`src/clint_defs.svh`:
```
// CLINT build constants covering hart count, bus address width and register map offsets

`ifndef CLINT_DEFS_SVH
`define CLINT_DEFS_SVH

// Number of harts served by this interruptor
`define CLINT_NUM_CORES 2

// Byte address width seen on the Wishbone port
`define CLINT_ADR_W 16

// Software interrupt words, one 32-bit word per hart
`define CLINT_MSIP_BASE 'h0000
`define CLINT_MSIP_STRIDE 4

// Timer compare registers, one 64-bit doubleword per hart
`define CLINT_MTIMECMP_BASE 'h4000
`define CLINT_MTIMECMP_STRIDE 8

// Machine timer doubleword, lower word first
`define CLINT_MTIME_BASE 'hBFF8

// Upper half of any 64-bit register sits at base plus 4
// Everything outside these windows reads as zero

`endif
```
`src/clint_pkg.sv`:
```
// CLINT shared types for bus words, addresses, hart indices and register selection

`default_nettype none

`include "clint_defs.svh"

package clint_pkg;

    // Hart index needs at least one bit even with a single hart
    localparam int unsigned CORE_IDX_W =
        (`CLINT_NUM_CORES > 1) ? $clog2(`CLINT_NUM_CORES) : 1;

    typedef logic [31:0] word_t;                     // One bus word
    typedef logic [`CLINT_ADR_W-1:0] adr_t;           // Byte address on the bus
    typedef logic [CORE_IDX_W-1:0] core_idx_t;        // Hart number

    // Register targeted by the current bus transaction
    typedef enum logic [1:0] {
        SEL_NONE,                                    // Unmapped or hart out of range
        SEL_MSIP,
        SEL_MTIMECMP,
        SEL_MTIME
    } reg_sel_t;

    // Wishbone slave handshake states
    typedef enum logic {
        BUS_IDLE,                                    // Waiting for cyc and stb
        BUS_ACK                                      // Ack driven this cycle
    } bus_state_t;

endpackage

`default_nettype wire

```
`src/clint_top.sv`:
```
// CLINT top level joining the Wishbone decoder, timer block and read path

`timescale 1ns/1ns
`default_nettype none

`include "clint_defs.svh"

module clint_top (
    input  logic                         clk,
    input  logic                         rst,

    // Wishbone classic slave
    input  logic                         wb_cyc,
    input  logic                         wb_stb,
    input  logic                         wb_we,
    input  clint_pkg::adr_t              wb_adr,
    input  clint_pkg::word_t             wb_dat_w,
    output clint_pkg::word_t             wb_dat_r,
    output logic                         wb_ack,

    // Per-hart interrupt lines
    output logic [`CLINT_NUM_CORES-1:0]  irq_timer,
    output logic [`CLINT_NUM_CORES-1:0]  irq_soft
);

    import clint_pkg::*;

    logic       write_mtime;
    logic       write_mtimecmp;
    logic       write_msip;
    logic       write_upper;
    core_idx_t  write_msip_core;
    core_idx_t  write_mtimecmp_core;
    word_t      write_data;

    reg_sel_t   rd_sel;
    core_idx_t  rd_core;
    logic       rd_upper;
    logic       rd_en;

    word_t [1:0]                        mtime;
    word_t [`CLINT_NUM_CORES-1:0][1:0]  mtimecmp;
    logic  [`CLINT_NUM_CORES-1:0]       msip;
    logic  [`CLINT_NUM_CORES-1:0]       mtip;

    clint_wb_decode decode_i (
        .clk                 (clk),
        .rst                 (rst),
        .wb_cyc              (wb_cyc),
        .wb_stb              (wb_stb),
        .wb_we               (wb_we),
        .wb_adr              (wb_adr),
        .wb_dat_w            (wb_dat_w),
        .wb_ack              (wb_ack),
        .write_mtime         (write_mtime),
        .write_mtimecmp      (write_mtimecmp),
        .write_msip          (write_msip),
        .write_upper         (write_upper),
        .write_msip_core     (write_msip_core),
        .write_mtimecmp_core (write_mtimecmp_core),
        .write_data          (write_data),
        .rd_sel              (rd_sel),
        .rd_core             (rd_core),
        .rd_upper            (rd_upper),
        .rd_en               (rd_en)
    );

    clint #(.NUM_CORES(`CLINT_NUM_CORES)) clint_i (
        .clk                 (clk),
        .rst                 (rst),
        .write_mtime         (write_mtime),
        .write_mtimecmp      (write_mtimecmp),
        .write_msip          (write_msip),
        .write_upper         (write_upper),
        .write_msip_core     (write_msip_core),
        .write_mtimecmp_core (write_mtimecmp_core),
        .write_data          (write_data),
        .mtime               (mtime),
        .mtimecmp            (mtimecmp),
        .msip                (msip),
        .mtip                (mtip)
    );

    clint_read_mux #(.NUM_CORES(`CLINT_NUM_CORES)) read_mux_i (
        .clk      (clk),
        .rst      (rst),
        .rd_en    (rd_en),
        .rd_sel   (rd_sel),
        .rd_core  (rd_core),
        .rd_upper (rd_upper),
        .mtime    (mtime),
        .mtimecmp (mtimecmp),
        .msip     (msip),
        .wb_dat_r (wb_dat_r)
    );

    assign irq_timer = mtip;                           // Straight from the compare flops
    assign irq_soft  = msip;

endmodule

`default_nettype wire

```
`src/clint_read_mux.sv`:
```
// CLINT read path selecting the addressed register word and holding it for the bus

`timescale 1ns/1ns
`default_nettype none

`include "clint_defs.svh"

module clint_read_mux #(
    parameter int unsigned NUM_CORES = `CLINT_NUM_CORES
) (
    input  logic                                              clk,
    input  logic                                              rst,

    input  logic                                              rd_en,
    input  clint_pkg::reg_sel_t                               rd_sel,
    input  logic [((NUM_CORES > 1) ? $clog2(NUM_CORES) : 1)-1:0] rd_core,
    input  logic                                              rd_upper,

    input  clint_pkg::word_t [1:0]                            mtime,
    input  clint_pkg::word_t [NUM_CORES-1:0][1:0]             mtimecmp,
    input  logic [NUM_CORES-1:0]                              msip,

    output clint_pkg::word_t                                  wb_dat_r
);

    import clint_pkg::*;

    word_t rd_word;

    // Decoder maps harts out of range to SEL_NONE
    always_comb begin
        rd_word = '0;
        case (rd_sel)
            SEL_MSIP:     rd_word = {31'd0, msip[rd_core]};   // Zero-extended bit
            SEL_MTIMECMP: rd_word = mtimecmp[rd_core][rd_upper];
            SEL_MTIME:    rd_word = mtime[rd_upper];          // Value before the ack edge
            default:      rd_word = '0;                       // Unmapped reads as zero
        endcase
    end

    // Output register holds between reads
    always_ff @(posedge clk) begin
        if (rst) begin
            wb_dat_r <= '0;
        end else if (rd_en) begin
            wb_dat_r <= rd_word;
        end
    end

endmodule

`default_nettype wire

```
`src/clint.sv`:
```
// CLINT timer block with free-running mtime, per-hart mtimecmp and msip, and registered mtip

`timescale 1ns/1ns
`default_nettype none

`include "clint_defs.svh"

module clint #(
    parameter int unsigned NUM_CORES = `CLINT_NUM_CORES
) (
    input  logic                                              clk,
    input  logic                                              rst,

    input  logic                                              write_mtime,
    input  logic                                              write_mtimecmp,
    input  logic                                              write_msip,
    input  logic                                              write_upper,
    input  logic [((NUM_CORES > 1) ? $clog2(NUM_CORES) : 1)-1:0] write_msip_core,
    input  logic [((NUM_CORES > 1) ? $clog2(NUM_CORES) : 1)-1:0] write_mtimecmp_core,
    input  clint_pkg::word_t                                  write_data,

    output clint_pkg::word_t [1:0]                            mtime,    // [1] upper word
    output clint_pkg::word_t [NUM_CORES-1:0][1:0]             mtimecmp,
    output logic [NUM_CORES-1:0]                              msip,
    output logic [NUM_CORES-1:0]                              mtip
);

    import clint_pkg::*;

    logic [63:0] mtime_cur;
    logic [63:0] mtime_inc;
    word_t       mtime_hi_next;
    word_t       mtime_lo_next;

    assign mtime_cur = {mtime[1], mtime[0]};
    assign mtime_inc = mtime_cur + 64'd1;

    // A write replaces only its own half, the other half keeps counting
    assign mtime_hi_next = (write_mtime && write_upper)  ? write_data : mtime_inc[63:32];
    assign mtime_lo_next = (write_mtime && !write_upper) ? write_data : mtime_inc[31:0];

    always_ff @(posedge clk) begin
        if (rst) begin
            mtime    <= '0;
            mtimecmp <= '1;                            // Max compare keeps mtip quiet
            msip     <= '0;
            mtip     <= '0;
        end else begin
            mtime[1] <= mtime_hi_next;
            mtime[0] <= mtime_lo_next;
            for (int i = 0; i < NUM_CORES; i++) begin
                if (write_mtimecmp && (i == int'(write_mtimecmp_core))) begin
                    mtimecmp[i][write_upper] <= write_data;
                end
                if (write_msip && (i == int'(write_msip_core))) begin
                    msip[i] <= write_data[0];          // Only bit 0 is implemented
                end
                // Unsigned 64-bit compare, lags mtime and mtimecmp by one cycle
                mtip[i] <= (mtime_cur >= {mtimecmp[i][1], mtimecmp[i][0]});
            end
        end
    end

    // Counter steps by one whenever the bus leaves it alone
    mtime_counts: assert property (@(posedge clk) disable iff (rst)
        (!$past(rst) && !$past(write_mtime)) |-> (mtime_cur == $past(mtime_cur) + 64'd1));

endmodule

`default_nettype wire

```
`src/clint_wb_decode.sv`:
```
// CLINT Wishbone classic front end decoding addresses into write strobes and read selects

`timescale 1ns/1ns
`default_nettype none

`include "clint_defs.svh"

module clint_wb_decode (
    input  logic                  clk,
    input  logic                  rst,

    input  logic                  wb_cyc,
    input  logic                  wb_stb,
    input  logic                  wb_we,
    input  clint_pkg::adr_t       wb_adr,
    input  clint_pkg::word_t      wb_dat_w,
    output logic                  wb_ack,

    output logic                  write_mtime,
    output logic                  write_mtimecmp,
    output logic                  write_msip,
    output logic                  write_upper,         // Upper word of a 64-bit register
    output clint_pkg::core_idx_t  write_msip_core,
    output clint_pkg::core_idx_t  write_mtimecmp_core,
    output clint_pkg::word_t      write_data,

    output clint_pkg::reg_sel_t   rd_sel,
    output clint_pkg::core_idx_t  rd_core,
    output logic                  rd_upper,
    output logic                  rd_en                // Loads the read register
);

    import clint_pkg::*;

    // Size of each hart window, offsets at or above these are unmapped
    localparam adr_t MSIP_SPAN  = adr_t'(`CLINT_MSIP_STRIDE * `CLINT_NUM_CORES);
    localparam adr_t CMP_SPAN   = adr_t'(`CLINT_MTIMECMP_STRIDE * `CLINT_NUM_CORES);
    localparam adr_t MTIME_SPAN = adr_t'(8);

    bus_state_t state;
    bus_state_t state_next;

    adr_t       msip_off;
    adr_t       cmp_off;
    adr_t       mtime_off;
    core_idx_t  msip_core;
    core_idx_t  cmp_core;

    reg_sel_t   dec_sel;
    core_idx_t  dec_core;
    logic       dec_upper;
    logic       req;                                   // Request accepted this cycle

    // Offsets wrap below the base, so one unsigned compare bounds each window
    assign msip_off  = wb_adr - adr_t'(`CLINT_MSIP_BASE);
    assign cmp_off   = wb_adr - adr_t'(`CLINT_MTIMECMP_BASE);
    assign mtime_off = wb_adr - adr_t'(`CLINT_MTIME_BASE);

    assign msip_core = core_idx_t'(msip_off / `CLINT_MSIP_STRIDE);
    assign cmp_core  = core_idx_t'(cmp_off / `CLINT_MTIMECMP_STRIDE);

    always_comb begin
        dec_sel   = SEL_NONE;                          // Default reads 0, writes dropped
        dec_core  = '0;
        dec_upper = 1'b0;
        if (msip_off < MSIP_SPAN) begin
            dec_sel  = SEL_MSIP;
            dec_core = msip_core;
        end else if (cmp_off < CMP_SPAN) begin
            dec_sel   = SEL_MTIMECMP;
            dec_core  = cmp_core;
            dec_upper = cmp_off[2];                    // Second word of the doubleword
        end else if (mtime_off < MTIME_SPAN) begin
            dec_sel   = SEL_MTIME;
            dec_upper = mtime_off[2];
        end
    end

    // Two-state handshake, one ack per request then back to idle
    always_comb begin
        state_next = state;
        case (state)
            BUS_IDLE: if (wb_cyc && wb_stb) state_next = BUS_ACK;
            BUS_ACK:  state_next = BUS_IDLE;           // Master drops stb or starts anew
            default:  state_next = BUS_IDLE;
        endcase
    end

    always_ff @(posedge clk) begin
        if (rst) begin
            state <= BUS_IDLE;
        end else begin
            state <= state_next;
        end
    end

    assign req    = wb_cyc && wb_stb && (state == BUS_IDLE);
    assign wb_ack = (state == BUS_ACK);                // Registered, one cycle after req

    // Strobes fire in the idle cycle so registers update on the ack edge
    assign write_msip          = req && wb_we && (dec_sel == SEL_MSIP);
    assign write_mtimecmp      = req && wb_we && (dec_sel == SEL_MTIMECMP);
    assign write_mtime         = req && wb_we && (dec_sel == SEL_MTIME);
    assign write_upper         = dec_upper;
    assign write_msip_core     = dec_core;
    assign write_mtimecmp_core = dec_core;
    assign write_data          = wb_dat_w;

    // Read word is captured on the same edge, valid alongside ack
    assign rd_en    = req && !wb_we;
    assign rd_sel   = dec_sel;
    assign rd_core  = dec_core;
    assign rd_upper = dec_upper;

    // Each accepted request produces a single ack pulse
    ack_single_cycle: assert property (@(posedge clk) disable iff (rst)
        wb_ack |=> !wb_ack);

    // Decoded regions never overlap
    strobe_onehot: assert property (@(posedge clk) disable iff (rst)
        $onehot0({write_mtime, write_mtimecmp, write_msip}));

endmodule

`default_nettype wire

```
`config.mk`:
```
export PLATFORM = sky130hd
export DESIGN_NAME = clint_top
export DESIGN_NICKNAME = d
export VERILOG_FILES = /design/src/clint_pkg.sv /design/src/clint_top.sv /design/src/clint_read_mux.sv /design/src/clint.sv /design/src/clint_wb_decode.sv
export VERILOG_INCLUDE_DIRS = /design/src
export SDC_FILE = /design/constraint.sdc
export NUM_CORES = 1
export LEC_CHECK = 0
export BUFFER_PORTS_ARGS = -buffer_cell sky130_fd_sc_hd__buf_4
export CAP_MARGIN = 25
export CORE_MARGIN = 10
export CORE_UTILIZATION = 45
export CTS_CLUSTER_DIAMETER = 60
export DETAILED_ROUTE_END_ITERATION = 6
export PLACE_DENSITY = 0.62
export REMOVE_ABC_BUFFERS = 1
export SYNTH_ARGS = -nofsm -noshare
export SYNTH_HDL_FRONTEND = slang
export SYNTH_SLANG_ARGS = --single-unit
```
`constraint.sdc`:
```
create_clock -name clk -period 4.5 [get_ports clk]
set_input_delay 0 -clock clk [delete_from_list [all_inputs] [get_ports clk]]
set_output_delay 0 -clock clk [all_outputs]
set_load 0.01 [all_outputs]
```
* After elaboration in Yosys (flattened, before gate mapping)
Index checks and enable logic that the tools add are counted. Widths: inputs -> output; s select.
Storage, ports and cells: input bits 53, latch bits 0, bits in registers 229, memories 0, bits in writable memories 0, bits in read-only memories 0
Operators by class: reductions and logical operators 16, shift operators 0, magnitude comparators 8, multiply operators 0, multiplexer cells 25, div/mod/pow operators 0, bitwise gates (word level) 2, eq/ne operators 3, $add $sub $neg 3
Operators with widths (count):
- $mux 32 | 7
- $bwmux 64 | 2
- $ge 64x64->1 | 2
- $mux 64 | 2
- $pmux 32 s3 | 1
- $add 64x1->64 const B | 1
- $demux 32 s1 | 1
- $lt 16x4->1 const B | 2
- $lt 16x5->1 const B | 1
- $sub 16x15->16 const B | 1
- $sub 16x16->16 const B | 1
- $logic_and 1x1->1 | 14
- $mux 1 | 8
- $mux 2 | 3
- $eq 2x2->1 const B | 2
- $lt 1x2->1 const B | 2
- $eq 2x1->1 const B | 1
- $logic_not 1->1 | 2
- $not 1->1 | 2
- $pmux 1 s2 | 1
- $ge 1x1->1 const B | 1

* Logic depth before layout (Yosys ltp)
Gate-level depths: netlist of run 1.
word-level depth 10, gate-level depth with buffers 11, depth with buffers taken out 9

* Cells and area by module
A second synthesis of run 1 with hierarchy kept.
Unflattened totals: cell total of the unflattened synthesis 1637, area, all modules 14003.4 um^2
By module, submodules not included:
- clint | instances 1, sequential area each 3923.8 um^2, area each 10859.2 um^2, cells each 1291
- clint_read_mux | instances 1, sequential area each 640.6 um^2, area each 2532.4 um^2, cells each 264
- clint_wb_decode | instances 1, sequential area each 20.0 um^2, area each 611.8 um^2, cells each 82

* Least setup slack after synthesis of run 1
Ideal clock, no wire load.
kind flip-flop to flip-flop, start point reg clint_i.mtime[7] in the netlist's numbering, end point reg clint_i.mtime[58] in the netlist's numbering, slack 2460 ps, data required time 4414 ps, data arrival time 1954 ps, stages on the path, launching flop included 8, library setup time 86 ps, clock period less this slack 2040 ps, path through dfxtp_1 -> and3_1 -> nand4_1 -> nor3_2 -> buf_2 -> nand3_1 -> xor2_1 -> a211oi_1
Between the ends: word-level cells in the longest chain between the ends 2
Ends and longest elaborated chain:
- start: declaration | RTL line clint.sv:22 | output clint_pkg::word_t [1:0] mtime,
- $add 64x1->64 | RTL line clint.sv:36 | assign mtime_inc = mtime_cur + 64'd1;
- $mux 32 | RTL line clint.sv:39 | assign mtime_hi_next = (write_mtime && write_upper) ? write_data : mtime_inc[63:32];
Every way passes these cells. A chain may end at the register's enable or synchronous reset.

* Worst setup path after layout of run 1
start point reg decode_i.state (netlist: decode_i.wb_ack), end point reg clint_i.msip[1]
Between the ends: word-level cells in the longest chain between the ends 5
Ends and longest elaborated chain:
- start: declaration | RTL line clint_wb_decode.sv:40 | bus_state_t state;
- start signal: assignment | RTL line clint_wb_decode.sv:93 | state <= state_next;
- $not 1->1 | RTL line clint_wb_decode.sv:97 | assign req = wb_cyc && wb_stb && (state == BUS_IDLE);
- $logic_and 1x1->1 | RTL line clint_wb_decode.sv:97
- $logic_and 1x1->1 (2 in series) | RTL line clint_wb_decode.sv:101 | assign write_msip = req && wb_we && (dec_sel == SEL_MSIP);
- $logic_and 1x1->1 | RTL line clint.sv:55 | if (write_msip && (i == int'(write_msip_core))) begin
- end signal: indexed assignment | RTL line clint.sv:56 | msip[i] <= write_data[0];
- end: declaration | RTL line clint.sv:24 | output logic [NUM_CORES-1:0] msip,
Every way passes these cells.

==> results of run 1 <==
how the worst max path moves through the flow:
stage / from / to / slack [ns] / depth (start not counted)
final: decode_i.wb_ack / clint_i.msip[1] / 1.44 / 8
after global routing: clint_i.mtime[2] / clint_i.mtime[61] / 1.29 / 7
after CTS: decode_i.wb_ack / clint_i.msip[1] / 1.45 / 8
after detailed placement: wb_adr[3] / read_mux_i.wb_dat_r[11] / 1.37 / 10
after global placement: wb_adr[3] / read_mux_i.wb_dat_r[11] / 1.44 / 10
after floorplan: wb_adr[2] / clint_i.mtimecmp[0] / 0.09 / 7
what timing repair did:
item | in CTS | in global routing
hold buffers | 38 | 0
setup buffers | 0 | 0
hold endpoints to repair | 195 | 0
layout make-up:
cell class | instances | area, µm²
Fill cell | 2744 | 13700
Multi-Input combinational cell | 1140 | 8280
Clock buffer | 38 | 828
Timing Repair Buffer | 143 | 1230
Inverter | 132 | 498
Tap cell | 390 | 488
Sequential cell | 229 | 4580
Clock inverter | 14 | 216
metal layers:
metal,global-route usage [%],vias to the layer above
met4,4.37,2
met3,2.41,54
li1,-,5920
met2,34.4,434
met5,0,-
met1,31.2,5869
cells by family after synthesis:
family                   synth area share [%]
AO/OA/AOI/OAI                            19.1
XOR/XNOR                                 4.09
adder cells (fa/ha/maj)                  11.9
buffers and inverters                    6.53
flip-flops                               33.5
multiplexers                             8.70
AND/OR/NAND/NOR                          16.2
where the power goes:
group          switching [W]  internal (W)
registers         0.00000596       0.00203
clock network       0.000946       0.00157
logic               0.000137     0.0000853
total                0.00109       0.00369
flip-flops by register name, summed over array words and instances (netlist names):
name                 cells
clint_i.mtip             2
clint_i.mtimecmp       128
read_mux_i.wb_dat_r     32
clint_i.msip             2
clint_i.mtime           64
decode_i.wb_ack          1
placed cells by master, fill, tap and decap left out, types with 5 or more instances in the layout:
| cell type | instances |
|---|---|
| buf_4 | 100 |
| mux4_1 | 5 |
| dlygate4sd3_1 | 38 |
| clkinv_2 | 5 |
| nand3_1 | 35 |
| dfxtp_1 | 229 |
| a21o_1 | 28 |
| xor2_1 | 50 |
| mux2i_1 | 71 |
| inv_1 | 131 |
| a211oi_1 | 96 |
| buf_12 | 5 |
| bufinv_16 | 5 |
| o211ai_1 | 99 |
| a21oi_1 | 60 |
| nor3_1 | 21 |
| ha_1 | 130 |
| clkbuf_16 | 28 |
| xnor2_1 | 14 |
| nor2_1 | 119 |
| o21ai_0 | 42 |
| mux4_2 | 15 |
| o21ai_1 | 12 |
| and3_1 | 19 |
| and4_1 | 7 |
| nand2_1 | 186 |
| a22o_1 | 20 |
| clkbuf_8 | 9 |
| nand4_1 | 49 |
worst register-to-register path, stage by stage (launching register included):
cell           delay [ns]
dfxtp_1              0.31
nand3b_1             0.28
nor2_1               0.35
or4b_2               0.67
nor2_1               0.11
nand2_1              0.06
dlygate4sd3_1        0.56
a21oi_1              0.12
dlygate4sd3_1        0.56
metrics by stage:
stage	utilization, %	std cells	total power (W)
after floorplan	-	1501	0.00214
after global placement	49.0	1993	0.00227
after detailed placement	49.1	1994	0.00228
after CTS	53.8	2084	0.00481
after global routing	54.0	2086	0.00491
final	54.0	2086	0.00478
==> run summary, run 1 <==
number of warning messages in the yosys log = 0
Fmax = 326 MHz
worst hold stages = 5
delay-heaviest family, CP = simple AND/OR/NAND/NOR gates
outcome = finished, final reports clean
RSZ-0062 raised after global routing = no
minimum hold slack = 0.0318 ns
post_cts resized = 0
number of buffer and inverter stages on the critical path = 2
CP max stage delay = 0.67 ns
grt ovf = 0
I/O pin total = 90
Max Buffers Root-to-Sink = 3
dominant register cell in the synthesized netlist = dfxtp_1
mean routed wirelength per cell = 20.5 µm
largest fanout of any net on the critical path = 4
dpl cell area = 14700 µm²
cell count after synthesis = 1594
CTS tree = yes
Site Rows = 63
highest metal used = met5
total negative slack for setup checks = 0 ns
Crit Reg-Reg Startpoint = decode_i.wb_ack
maximum number of pins on one net before global-route repair = 76
CTS clock-pin slew for the worst setup and hold paths = 0.06 ns
sink count of the clock tree = 229
Chip Width = 194 µm
effective utilization at floorplan = 45.8%
source-to-sink clock delay at the later pin of the worst-skew pair = 0.55 ns
WL met3 = 2.75 mm
critical path required time = 5.00 ns
sum of routed wire length over all layers = 42.8 mm
MaxCap Viol Count = 0
Avg Cell Area, Syn = 8.59 µm²
mean number of vias per cell = 5.89
synthesis-to-layout area growth = 17.7%
antenna fix cells = 0
netlist area before placement = 13700 µm²
R2R Setup Slk = 1.44 ns
root buf cell = clkbuf_16
crit start category = flop
die area = 37800 µm²
post-layout net count = 1857
Async SR Flop Fraction = 0%
Cell Chain, Critical Path = nand3b_1 -> nor2_1 -> or4b_2 -> nor2_1 -> nand2_1 -> dlygate4sd3_1 -> a21oi_1 -> dlygate4sd3_1
slowest cell on the critical path = or4b_2
DRC = 0
number of routed nets with antenna violations = 0
fin area = 16100 µm²
count of input and output buffers = 87
Least-Margin Pin Slew = 1.10 ns
terminus of the critical flop-to-flop path = clint_i.msip[1]
worst setup slack after layout = 1.44 ns
crit share post-route = 68.1%
area share of the largest cell type after synthesis = 33.5%
die boundary height = 194 µm
initial antenna violation count = 1
Core Footprint = 29900 µm²
global-route wire length before repair = 67.7 mm
Power Dens Cells = 296 nW/µm²
fin crit period = 3.06 ns
Max transition margin = 26.7%
wire length on met1 = 20.2 mm
Setup WS pre-CTS = 1.37 ns
total clock buffers created by CTS = 28
Leakage = 7.94 nW
maximum level of the CTS H-tree = 1
half-perimeter wire length after placement = 29.2 mm
via count = 12300
top cells by area in the synthesized netlist = dfxtp_1, ha_1, o211ai_1, a211oi_1, mux2i_1
Iteration-0 DRC Markers = 1092
most used standard cell by instance count after synthesis = dfxtp_1
Synth cell types = 61
max-slew violation count = 0
Detail Route met2 WL = 19.2 mm
signal arrival time at the worst endpoint = 3.56 ns
number of detailed-route iterations in the first pass = 5
total track usage = 21.8%
highest ir drop seen on vdd = 0.332 mV
Synth Register Bits = 229
length in cells of the worst reg-to-reg path = 8
worst min-delay path endpoint = clint_i.mtime[34]
skew final = 0.00851 ns
weighted congestion at the end of routability-driven global placement = 0.871
Worst Path Class, Setup = flop to flop
layout cells sized above 1 = 11.4%
capturing element type of the critical path = flop
number of flops mapped to enable cells by yosys = 0
final-report hold violation count = 0
Hold Crit Class = input pin to flop
most area-hungry cell type in the Yosys netlist = dfxtp_1
number of endpoints failing setup at the final stage = 0
sequential cell area fraction in the yosys report = 33.5%
via count of the first global-routing pass = 11800
launch instance of the worst min-delay path = wb_we
top post-synthesis cells by count = dfxtp_1, nand2_1, inv_1
No activity file was read; power rests on OpenSTA's default activity.
==> run 2, diff against run 1 <==
clock period = 3.11 ns   (was 4.5 ns; I/O delays follow)
==> run summary, run 2 (synthesis gave the netlist of run 1 again) <==
Least-Margin Pin Slew = 0.748 ns (-0.348 ns)
Fmax = 393 MHz (+20%)
global-route wire length before repair = 68.8 mm (+1.6%)
number of routed nets with antenna violations = 0 (unchanged)
MaxCap Viol Count = 0 (unchanged)
half-perimeter wire length after placement = 29.7 mm (+1.7%)
antenna fix cells = 0 (unchanged)
number of flip-flops in the largest register = 128 (unchanged)
Chip Width = 194 µm (unchanged)
die boundary height = 194 µm (unchanged)
crit share post-route = 81.9% (+14 points)
layout cells sized above 1 = 11.9% (+0.56 points)
DRC = 0 (unchanged)
Hold Crit Class = input pin to flop
number of endpoints failing setup at the final stage = 0 (unchanged)
final cell count without fillers = 2098 (+0.58%)
largest reg by FF count = clint_i.mtimecmp
Iteration-0 DRC Markers = 996 (-8.8%)
effective utilization at floorplan = 45.8% (unchanged)
worst hold stages = 4 (-1)
Leakage = 7.93 nW (-0.16%)
capturing element type of the critical path = flop
die area = 37800 µm² (unchanged)
hold-fix buffer count after cts = 36 (-5.3%)
critical path required time = 3.51 ns (-1.49 ns)
via count = 12300 (+0.17%)
total clock buffers created by CTS = 27 (-3.6%)
max-slew violation count = 0 (unchanged)
most common cell after layout, fill and taps aside = dfxtp_1
signal arrival time at the worst endpoint = 2.94 ns (-0.62 ns)
Site Rows = 63 (unchanged)
final-report hold violation count = 0 (unchanged)
sink count of the clock tree = 229 (unchanged)
most used cells in the layout excluding fill and tap cells = dfxtp_1, nand2_1, inv_1, ha_1, nor2_1
post-layout net count = 1870 (+0.70%)
RSZ-0062 raised after global routing = no
CTS clock-pin slew for the worst setup and hold paths = 0.06 ns (about the same)
total design power = 0.00660 W (+38%)
sum of routed wire length over all layers = 43.5 mm (+1.5%)
Worst Path Class, Setup = flop to flop
mean number of vias per cell = 5.86 (-0.40%)
total negative slack for setup checks = 0 ns (unchanged)
skew final = 0.0281 ns (+0.0196 ns)
Max transition margin = 50.1% (+23 points)
Core Footprint = 29900 µm² (unchanged)
total track usage = 22.3% (+0.50 points)
grt ovf = 0 (unchanged)
post_cts resized = 0 (unchanged)
maximum level of the CTS H-tree = 1 (unchanged)
count of input and output buffers = 87 (unchanged)
weighted congestion at the end of routability-driven global placement = 0.886 (+1.8%)
via count of the first global-routing pass = 11800 (-0.025%)
Max Buffers Root-to-Sink = 3 (unchanged)
biggest regs = clint_i.mtimecmp (128), clint_i.mtime (64), read_mux_i.wb_dat_r (32)
Power Dens Cells = 410 nW/µm² (+38%)
mean routed wirelength per cell = 20.7 µm (+0.92%)
crit start category = flop
maximum number of pins on one net before global-route repair = 108 (+42%)
post-CTS setup-driven buffer insertion count = 0 (unchanged)
fin crit period = 2.55 ns (-0.518 ns)
root buf cell = clkbuf_16
initial antenna violation count = 0 (-1)
source-to-sink clock delay at the later pin of the worst-skew pair = 0.56 ns (about the same)
highest ir drop seen on vdd = 0.383 mV (+15%)
minimum hold slack = 0.0514 ns (+0.0196 ns)
utilization after layout = 53.9% (-0.075 points)
count of placed standard cells including taps = 2012 (+0.90%)
synthesis-to-layout area growth = 17.6%
I/O pin total = 90 (unchanged)
largest fanout of any net on the critical path = 2 (-2)
R2R Setup Slk = 0.56 ns (-0.87 ns)
CTS tree = yes
number of detailed-route iterations in the first pass = 5 (unchanged)
length in cells of the worst reg-to-reg path = 9 (+1)
outcome = finished, final reports clean
[run 2: changes by cell type in the layout (fill, tap and decap cells not counted), sizes merged]
cell / previous run / this run
clkinvlp: 1 / 2
inv: 132 / 133
dlygate4sd3: 38 / 36
buf: 105 / 121
bufinv: 5 / 3
clkinv: 8 / 7
clkbuf: 38 / 37
[run 2: worst paths after layout]
| kind | startpoint | to |
|---|---|---|
| worst max-delay path | clint_i.mtime[0] | clint_i.mtip[1] |
| worst min-delay path | wb_we | read_mux_i.wb_dat_r[15] |
| worst max register to register | clint_i.mtime[0] | clint_i.mtip[1] |
| worst min register to register | read_mux_i.wb_dat_r[1] | read_mux_i.wb_dat_r[1] |
[run 2: through the flow]
step / instance area (µm²) / setup WS [ns]
final: 16100 / 0.564
after global routing: 16100 / 0.330
after CTS: 16100 / 0.556
after global placement: 14800 / 0.427
after floorplan: 13300 / -1.30
after detailed placement: 14800 / 0.286
[run 2: worst max-delay path: stages (launching register included)]
cell and delay (ns):
dfxtp_1 0.33, inv_1 0.06, ha_1 0.26, nand2b_1 0.15
a211oi_1 0.25, nor3b_1 0.08, o21ai_0 0.43, o211ai_1 0.19
a211oi_1 0.48, o211ai_1 0.18
[run 2: cell type report]
type                       count  area [µm²]
timing repair buffer         157        1340
clock buffer                  37         773
sequential                   229        4580
tap                          390         488
fill                        2764       13800
inverter                     132         498
multi-input combinational   1140        8270
clock inverter                13         149
[run 2: report_power, final]
part	switching, W	internal [W]
registers	0.00000647	0.00294
logic	0.000207	0.000126
clock network	0.00134	0.00198
total	0.00155	0.00505
[run 2: routing by layer]
layer,track usage [%],routed length [µm],vias up
met5,0,0,-
met4,6.93,1310,0
met3,2.44,2610,74
met2,34.4,18900,405
met1,31.6,20600,5878
li1,-,-,5943
